<file path="src/logic/isaPkg.sv">
package isaPkg;

    // Primary opcodes
    localparam logic [5:0] opR    = 6'h00;
    localparam logic [5:0] opJ    = 6'h02;
    localparam logic [5:0] opJal  = 6'h03;
    localparam logic [5:0] opBeq  = 6'h04;
    localparam logic [5:0] opBne  = 6'h05;
    localparam logic [5:0] opAddi = 6'h08;
    localparam logic [5:0] opAndi = 6'h0c;
    localparam logic [5:0] opOri  = 6'h0d;
    localparam logic [5:0] opLui  = 6'h0f;
    localparam logic [5:0] opLb   = 6'h20;
    localparam logic [5:0] opLh   = 6'h21;
    localparam logic [5:0] opLw   = 6'h23;
    localparam logic [5:0] opSb   = 6'h28;
    localparam logic [5:0] opSh   = 6'h29;
    localparam logic [5:0] opSw   = 6'h2b;

    // Function field of R-type words
    localparam logic [5:0] fnJr    = 6'h08;
    localparam logic [5:0] fnMfhi  = 6'h10;
    localparam logic [5:0] fnMthi  = 6'h11;
    localparam logic [5:0] fnMflo  = 6'h12;
    localparam logic [5:0] fnMtlo  = 6'h13;
    localparam logic [5:0] fnMult  = 6'h18;
    localparam logic [5:0] fnMultu = 6'h19;
    localparam logic [5:0] fnDiv   = 6'h1a;
    localparam logic [5:0] fnDivu  = 6'h1b;
    localparam logic [5:0] fnAdd   = 6'h20;
    localparam logic [5:0] fnSub   = 6'h22;
    localparam logic [5:0] fnAnd   = 6'h24;
    localparam logic [5:0] fnOr    = 6'h25;
    localparam logic [5:0] fnSlt   = 6'h2a;
    localparam logic [5:0] fnSltu  = 6'h2b;

    // Same 32 bits in register or immediate form
    typedef union packed {
        struct packed {
            logic [5:0] opcode;
            logic [4:0] rs;
            logic [4:0] rt;
            logic [4:0] rd;
            logic [4:0] shamt;
            logic [5:0] funct;
        } r;
        struct packed {
            logic [5:0]  opcode;
            logic [4:0]  rs;
            logic [4:0]  rt;
            logic [15:0] imm16;
        } i;
    } instrWordT;

endpackage

</file>
<file path="src/logic/pipePkg.sv">
package pipePkg;

    // Register number where zero means no register
    typedef logic [4:0] regIdxT;

    // Cycles until a value is needed or produced
    typedef logic [1:0] stageTimeT;

    // What an instruction asks of the multiply/divide unit
    typedef enum logic [1:0] {
        mduNone = 2'd0,
        mduMult = 2'd1,
        mduDiv  = 2'd2,
        mduHilo = 2'd3
    } mduClassT;

endpackage

</file>
<file path="src/logic/hazardTop.sv">
module hazardTop #(
    parameter int MultCycles = 5,
    parameter int DivCycles  = 10,
    parameter int TimerWidth = 4
) (
    input  logic              clk,
    input  logic              rstN,
    input  isaPkg::instrWordT instrD,
    output logic              stall,
    output logic              mduBusy
);
    import pipePkg::*;

    regIdxT                useRs;
    regIdxT                useRt;
    stageTimeT             tuseRs;
    stageTimeT             tuseRt;
    regIdxT                dstD;
    stageTimeT             tnewD;
    mduClassT              mduD;
    regIdxT                dstE;
    stageTimeT             tnewE;
    mduClassT              mduE;
    regIdxT                dstM;
    stageTimeT             tnewM;
    logic                  mduStart;
    logic                  timerLoad;
    logic [TimerWidth-1:0] timerCount;
    logic                  timerDone;

    ////////////////////////////////////////////////////////////
    // Decode and stage tracking
    ////////////////////////////////////////////////////////////
    instrDecoder decoder0 (
        .instr  (instrD),
        .useRs  (useRs),
        .useRt  (useRt),
        .tuseRs (tuseRs),
        .tuseRt (tuseRt),
        .dst    (dstD),
        .tnew   (tnewD),
        .mdu    (mduD)
    );

    stageTracker tracker0 (
        .clk   (clk),
        .rstN  (rstN),
        .stall (stall),
        .dstD  (dstD),
        .tnewD (tnewD),
        .mduD  (mduD),
        .dstE  (dstE),
        .tnewE (tnewE),
        .mduE  (mduE),
        .dstM  (dstM),
        .tnewM (tnewM)
    );

    stallUnit stall0 (
        .useRs    (useRs),
        .useRt    (useRt),
        .tuseRs   (tuseRs),
        .tuseRt   (tuseRt),
        .dstE     (dstE),
        .tnewE    (tnewE),
        .dstM     (dstM),
        .tnewM    (tnewM),
        .mduD     (mduD),
        .mduStart (mduStart),
        .mduBusy  (mduBusy),
        .stall    (stall)
    );

    ////////////////////////////////////////////////////////////
    // Multiply/divide sequencer
    ////////////////////////////////////////////////////////////
    mduControl #(
        .MultCycles (MultCycles),
        .DivCycles  (DivCycles),
        .TimerWidth (TimerWidth)
    ) mduCtrl0 (
        .clk        (clk),
        .rstN       (rstN),
        .mduE       (mduE),
        .timerDone  (timerDone),
        .mduStart   (mduStart),
        .mduBusy    (mduBusy),
        .timerLoad  (timerLoad),
        .timerCount (timerCount)
    );

    mduTimer #(
        .TimerWidth (TimerWidth)
    ) timer0 (
        .clk        (clk),
        .rstN       (rstN),
        .timerLoad  (timerLoad),
        .timerCount (timerCount),
        .timerDone  (timerDone)
    );

endmodule

</file>
<file path="src/logic/instrDecoder.sv">
module instrDecoder (
    input  isaPkg::instrWordT  instr,
    output pipePkg::regIdxT    useRs,
    output pipePkg::regIdxT    useRt,
    output pipePkg::stageTimeT tuseRs,
    output pipePkg::stageTimeT tuseRt,
    output pipePkg::regIdxT    dst,
    output pipePkg::stageTimeT tnew,
    output pipePkg::mduClassT  mdu
);
    import isaPkg::*;
    import pipePkg::*;

    always_comb begin
        useRs  = '0;
        useRt  = '0;
        tuseRs = '0;
        tuseRt = '0;
        dst    = '0;
        tnew   = '0;
        mdu    = mduNone;
        case (instr.r.opcode)
            opR: begin
                case (instr.r.funct)
                    fnAdd, fnSub, fnAnd, fnOr, fnSlt, fnSltu: begin
                        useRs  = instr.r.rs;
                        useRt  = instr.r.rt;
                        tuseRs = 2'd1;
                        tuseRt = 2'd1;
                        dst    = instr.r.rd;
                        tnew   = 2'd1;
                    end
                    fnMult, fnMultu, fnDiv, fnDivu: begin
                        useRs  = instr.r.rs;
                        useRt  = instr.r.rt;
                        tuseRs = 2'd1;
                        tuseRt = 2'd1;
                        mdu    = (instr.r.funct == fnDiv || instr.r.funct == fnDivu) ?
                                 mduDiv : mduMult;
                    end
                    fnMthi, fnMtlo: begin
                        useRs  = instr.r.rs;
                        tuseRs = 2'd1;
                        mdu    = mduHilo;
                    end
                    fnMfhi, fnMflo: begin
                        dst  = instr.r.rd;
                        tnew = 2'd1;
                        mdu  = mduHilo;
                    end
                    // Jump target needed in decode
                    fnJr: useRs = instr.r.rs;
                    default: ;
                endcase
            end
            opOri, opAddi, opAndi: begin
                useRs  = instr.i.rs;
                tuseRs = 2'd1;
                dst    = instr.i.rt;
                tnew   = 2'd1;
            end
            opLui: begin
                dst  = instr.i.rt;
                tnew = 2'd1;
            end
            opLw, opLb, opLh: begin
                useRs  = instr.i.rs;
                tuseRs = 2'd1;
                dst    = instr.i.rt;
                tnew   = 2'd2;
            end
            opSw, opSb, opSh: begin
                useRs  = instr.i.rs;
                useRt  = instr.i.rt;
                tuseRs = 2'd1;
                tuseRt = 2'd2;
            end
            // Compared in decode, so both at Tuse 0
            opBeq, opBne: begin
                useRs = instr.i.rs;
                useRt = instr.i.rt;
            end
            // Link address is ready at once
            opJal: dst = 5'd31;
            opJ: ;
            default: ;
        endcase
    end

endmodule

</file>
<file path="src/logic/mduControl.sv">
module mduControl #(
    parameter int MultCycles = 5,
    parameter int DivCycles  = 10,
    parameter int TimerWidth = 4
) (
    input  logic                  clk,
    input  logic                  rstN,
    input  pipePkg::mduClassT     mduE,
    input  logic                  timerDone,
    output logic                  mduStart,
    output logic                  mduBusy,
    output logic                  timerLoad,
    output logic [TimerWidth-1:0] timerCount
);
    import pipePkg::*;

    localparam logic Idle = 1'b0;
    localparam logic Busy = 1'b1;

    logic state;

    assign mduStart   = (state == Idle) && (mduE == mduMult || mduE == mduDiv);
    assign timerLoad  = mduStart;
    assign timerCount = (mduE == mduDiv) ? TimerWidth'(DivCycles) : TimerWidth'(MultCycles);
    assign mduBusy    = (state == Busy);

    always_ff @(posedge clk) begin
        if (!rstN) begin
            state <= Idle;
        end else begin
            case (state)
                Idle: if (mduStart) state <= Busy;
                Busy: if (timerDone) state <= Idle;
                default: state <= Idle;
            endcase
        end
    end

endmodule

</file>
<file path="src/logic/mduTimer.sv">
module mduTimer #(
    parameter int TimerWidth = 4
) (
    input  logic                  clk,
    input  logic                  rstN,
    input  logic                  timerLoad,
    input  logic [TimerWidth-1:0] timerCount,
    output logic                  timerDone
);

    logic [TimerWidth-1:0] count;

    always_ff @(posedge clk) begin
        if (!rstN) begin
            count <= '0;
        end else if (timerLoad) begin
            count <= timerCount;
        end else if (count != '0) begin
            count <= count - 1'b1;
        end
    end

    // Last busy cycle
    assign timerDone = (count == TimerWidth'(1));

endmodule

</file>
<file path="src/logic/stageTracker.sv">
module stageTracker (
    input  logic               clk,
    input  logic               rstN,
    input  logic               stall,
    input  pipePkg::regIdxT    dstD,
    input  pipePkg::stageTimeT tnewD,
    input  pipePkg::mduClassT  mduD,
    output pipePkg::regIdxT    dstE,
    output pipePkg::stageTimeT tnewE,
    output pipePkg::mduClassT  mduE,
    output pipePkg::regIdxT    dstM,
    output pipePkg::stageTimeT tnewM
);
    import pipePkg::*;

    stageTimeT tnewAged;

    // One cycle closer to the result
    assign tnewAged = (tnewE == '0) ? '0 : stageTimeT'(tnewE - 2'd1);

    ////////////////////////////////////////////////////////////
    // Execute stage record
    ////////////////////////////////////////////////////////////
    always_ff @(posedge clk) begin
        if (!rstN) begin
            dstE  <= '0;
            tnewE <= '0;
            mduE  <= mduNone;
        end else if (stall) begin
            dstE  <= '0;
            tnewE <= '0;
            mduE  <= mduNone;
        end else begin
            dstE  <= dstD;
            tnewE <= tnewD;
            mduE  <= mduD;
        end
    end

    ////////////////////////////////////////////////////////////
    // Memory stage record that advances even during a stall
    ////////////////////////////////////////////////////////////
    always_ff @(posedge clk) begin
        if (!rstN) begin
            dstM  <= '0;
            tnewM <= '0;
        end else begin
            dstM  <= dstE;
            tnewM <= tnewAged;
        end
    end

endmodule

</file>
<file path="src/logic/stallUnit.sv">
module stallUnit (
    input  pipePkg::regIdxT    useRs,
    input  pipePkg::regIdxT    useRt,
    input  pipePkg::stageTimeT tuseRs,
    input  pipePkg::stageTimeT tuseRt,
    input  pipePkg::regIdxT    dstE,
    input  pipePkg::stageTimeT tnewE,
    input  pipePkg::regIdxT    dstM,
    input  pipePkg::stageTimeT tnewM,
    input  pipePkg::mduClassT  mduD,
    input  logic               mduStart,
    input  logic               mduBusy,
    output logic               stall
);
    import pipePkg::*;

    logic rsHazE;
    logic rsHazM;
    logic rtHazE;
    logic rtHazM;
    logic mduHaz;

    // Forwarding cannot help when the value is needed sooner than produced
    assign rsHazE = (useRs != '0) && (useRs == dstE) && (tuseRs < tnewE);
    assign rsHazM = (useRs != '0) && (useRs == dstM) && (tuseRs < tnewM);
    assign rtHazE = (useRt != '0) && (useRt == dstE) && (tuseRt < tnewE);
    assign rtHazM = (useRt != '0) && (useRt == dstM) && (tuseRt < tnewM);

    // HI/LO access or a new operation waits for the unit
    assign mduHaz = (mduD != mduNone) && (mduStart || mduBusy);

    assign stall = rsHazE || rsHazM || rtHazE || rtHazM || mduHaz;

endmodule

</file>
<file path="config.mk">
export PLATFORM = sky130hd
export DESIGN_NAME = hazardTop
export DESIGN_NICKNAME = d
export VERILOG_FILES = /design/src/logic/isaPkg.sv /design/src/logic/pipePkg.sv /design/src/logic/hazardTop.sv /design/src/logic/instrDecoder.sv /design/src/logic/mduControl.sv /design/src/logic/mduTimer.sv /design/src/logic/stageTracker.sv /design/src/logic/stallUnit.sv
export SDC_FILE = /design/constraint.sdc
export NUM_CORES = 1
export LEC_CHECK = 0
export BUFFER_PORTS_ARGS = -buffer_cell sky130_fd_sc_hd__buf_2
export CELL_PAD_IN_SITES_DETAIL_PLACEMENT = 1
export CELL_PAD_IN_SITES_GLOBAL_PLACEMENT = 1
export CORE_UTILIZATION = 25
export CTS_CLUSTER_DIAMETER = 100
export DETAILED_ROUTE_END_ITERATION = 7
export PLACE_DENSITY_LB_ADDON = 0.1
export SYNTH_ARGS = -nofsm -noshare
export SYNTH_HDL_FRONTEND = slang
export SYNTH_SLANG_ARGS = --single-unit
</file>
<file path="constraint.sdc">
create_clock -name clk -period 4.7 [get_ports clk]
set_clock_uncertainty 0.2 [all_clocks]
set_input_delay 0.235 -clock clk [delete_from_list [all_inputs] [get_ports clk]]
set_output_delay 0.235 -clock clk [all_outputs]
set_load 0.05 [all_outputs]
</file>
==> metrics.yaml <==
die:
  num_io_pins: 36
  dieArea_um2: 7930
  placementRows: 31
  die_h_um: 89.0
  die_w_um: 89.0
  start_util: 0.260
  core_area_um2: 7290
placed_design:
  preCtsSetupSlack_ns: 1.48
  gp_congestion: 0.738
  post_dp_cell_area_um2: 2130
  hpwl_um: 4810
  portBuffers: 30
power:
  power_density_nw_per_um2: 247
  finalPower_uw: 537
  vdd_drop_max_mv: 0.221
  power.leakage_uw: 0.000796
final_layout:
  layout.nets: 304
  n_antenna_cell: 0
  finish.instance_area_um2: 2180
  syn_to_final_growth_pct: 14.9
  fillers: 935
  drive_above_1_share: 0.191
sta:
  fin_worst_hold_slack_ns: 0.124
  finalCritPeriodShare: 0.683
  fin_tns_setup_ns: 0
  finalCriticalPeriod_ns: 3.21
  rsz0062_at_grt: "false"
  slew_viol_final: 0
  clock.fmax_mhz: 311
  final-setup-viol-count: 0
  tightest_slew_ns: 0.734
  worst_slack_ns: 1.49
  finalHoldViolCount: 0
  maxSlewHeadroom: 0.507
synth:
  synthXorXnorAreaFrac: 0.0509
  synthArstFlopShare: 0
  netlist_instances: 236
  synth_fa_ha_area_frac: 0.0462
  yosys_warnings: 0
  synth_nets: 277
  synth_compound_area_frac: 0.316
  syn_area_um2: 1890
  yosysSeqAreaShare: 0.222
  synth_area_per_cell_um2: 8.03
  ys_seq_elements: 21
  synth-simple-area-share: 0.310
  ys.flop_type: "dfxtp_1"
  synth_edf_count: 0
  synth_top_family_by_area: "compound AO/OA/AOI/OAI gates"
  ys_types: 66
  synthMuxAreaShare: 0
critical_path:
  crit_buf_inv: 2
  cp_cell_sequence: "buf_2, nor2b_1, nor3_1, and2_1, ha_1, a2111oi_0, nand4_1, a221oi_1, nand4b_1, nand2_1, a21o_1, buf_2"
  critPathKind: "in -> out"
  startpoint: "instrD[27]"
  critPathMaxFanout: 8
  regToRegStartpoint: "tracker0.tnewM[1]"
  arrival_ns: 2.78
  cp_common_cell: "buf_2"
  cp_top_family: "simple AND/OR/NAND/NOR gates"
  crit_path_max_incr_delay_ns: 0.40
  required_ns: 4.26
  endpoint_kind: "output port"
  slowest_stage: "a2111oi_0"
  cp-start-kind: "primary input"
clock_network:
  ctsResizeCount: 0
  cts_tree: "yes"
  numCtsBuffers: 3
  holdBufCountCts: 0
  clock_path_buffers: 2
  cts_setup_buffers: 0
  ctsHtreeMaxLevel: 1
  clock-root-buffer: "clkbuf_8"
  clk_pin_slew_ns: 0.08
  clk_latency_ns: 0.26
  cts.sinks: 21
worst_hold_path:
  min-delay-start: "instrD[1]"
  hp-class: "in -> reg"
status:
  status: "finished clean"
global_route:
  grt_pass1_vias: 1876
  grt_max_degree: 21
  grt_busiest_layer: "met2"
  grtUsageMet2: 0.283
  met1_usage: 0.216
  grt-ovfl-total: 0
  antenna_found_initial: 0
  track_usage: 0.162
  grtUsageMet3: 0.0222
  grt_pass1_wl_um: 9770
detailed_routing:
  drt-initial-drc-count: 64
  vias: 1901
  wire_per_inst_um: 16.5
  via_per_inst: 5.27
  remaining_drc_errors: 0
  dr.pass1.iters: 4
  ant_nets: 0
  wl_um: 5960
run:
  maxCapViolCount: 0
==> per-stage QoR <==
step	util	std cells
finish	0.298	361
CTS	0.298	361
detailed placement	0.292	357
floorplan	-	236
global placement	0.292	357
global route	0.298	361
==> final timing paths <==
check                                          to  slack, ns  cells past startpoint
worst max-delay path                        stall       1.49                     12
worst min-delay path             tracker0.mduE[0]       0.12                      4
worst max register to register   tracker0.dstE[3]       2.39                      8
worst min register to register  tracker0.tnewM[0]       0.28                      1
==> state kept, by name (all words and copies together), names as in the netlist <==
name	cells
tracker0.mduE	2
tracker0.dstM	5
tracker0.tnewM	2
timer0.count	4
tracker0.tnewE	2
tracker0.dstE	5
mduCtrl0.mduBusy	1
==> worst min-delay path, delay by kind of cell <==
kind            cells  cell delay (ns)
simple gates        2             0.14
compound gates      1             0.04
buf+inv             1             0.13
==> Yosys cell counts (4+ instances only) <==
master | count | share of area
nor2b_1 | 5 | 0.017
nor2_1 | 19 | 0.038
inv_1 | 14 | 0.028
nand2b_1 | 10 | 0.033
ha_1 | 7 | 0.046
nor3_1 | 8 | 0.021
xor2_1 | 5 | 0.023
and2_1 | 9 | 0.030
nand2_1 | 18 | 0.036
a31oi_1 | 9 | 0.030
dfxtp_1 | 21 | 0.22
a211oi_1 | 6 | 0.024
a221o_1 | 5 | 0.026
a21oi_1 | 9 | 0.024
xnor2_1 | 6 | 0.028
o21ai_0 | 9 | 0.024
buf_2 | 4 | 0.011
clkbuf_1 | 4 | 0.0079
==> kinds of logic (layout without fill, tap and decap cells) <==
family / after synthesis / after routing
xor gates and xnor gates: 11 / 11
adders and majority gates: 7 / 7
and+or+nand+nor: 101 / 101
DFF: 21 / 21
AOI/OAI and AO/OA: 72 / 72
buffers and inverters: 24 / 50
==> report_power, final <==
| group | switching, uW | leakage (uW) | internal, uW |
|---|---|---|---|
| clock network | 63.7 | 0.0000255 | 59.1 |
| registers | 17.3 | 0.000171 | 196 |
| logic | 109 | 0.000599 | 91.9 |
==> layout make-up <==
class	count	area (um2)	share of cell area
multi-input combinational	191	1370	0.629
clock buffer	3	41.3	0.0190
timing repair buffer	31	158	0.0725
clock inverter	1	5.00	0.00230
sequential	21	420	0.193
inverter	15	58.8	0.0270
tap	99	124	0.0569
==> cells in the final DEF (no fill, tap or decap), types with 2 or more instances in the layout <==
cell type / synthesis / layout
a311oi_1: 2 / 2
nor2b_1: 5 / 5
a211o_1: 2 / 2
a221o_1: 5 / 5
buf_2: 4 / 30
dfxtp_1: 21 / 21
a211oi_1: 6 / 6
a31o_1: 2 / 2
a2111oi_2: 2 / 2
nor3_1: 8 / 8
o31ai_1: 2 / 2
nand4b_1: 2 / 2
clkbuf_8: 0 / 3
or3_1: 2 / 2
o21ai_0: 9 / 9
a31oi_1: 9 / 9
inv_1: 14 / 14
o21a_1: 2 / 2
or4_1: 3 / 3
xnor2_1: 6 / 6
ha_1: 7 / 7
nand2_1: 18 / 18
nor4bb_1: 2 / 2
nor4_1: 3 / 3
and2_1: 9 / 9
xor2_1: 5 / 5
nand2b_1: 10 / 10
a21oi_1: 9 / 9
nor4b_1: 2 / 2
nor2_1: 19 / 19
or4b_1: 2 / 2
nand4_1: 3 / 3
o221ai_1: 3 / 3
nor3b_1: 2 / 2
==> routing by layer <==
metal | share of wire | vias to the layer above
li1 | - | 949
met1 | 0.48 | 920
met2 | 0.48 | 28
met3 | 0.025 | 4
met4 | 0.0086 | 0
met5 | 0 | -
(Power assumes the default switching activity.)
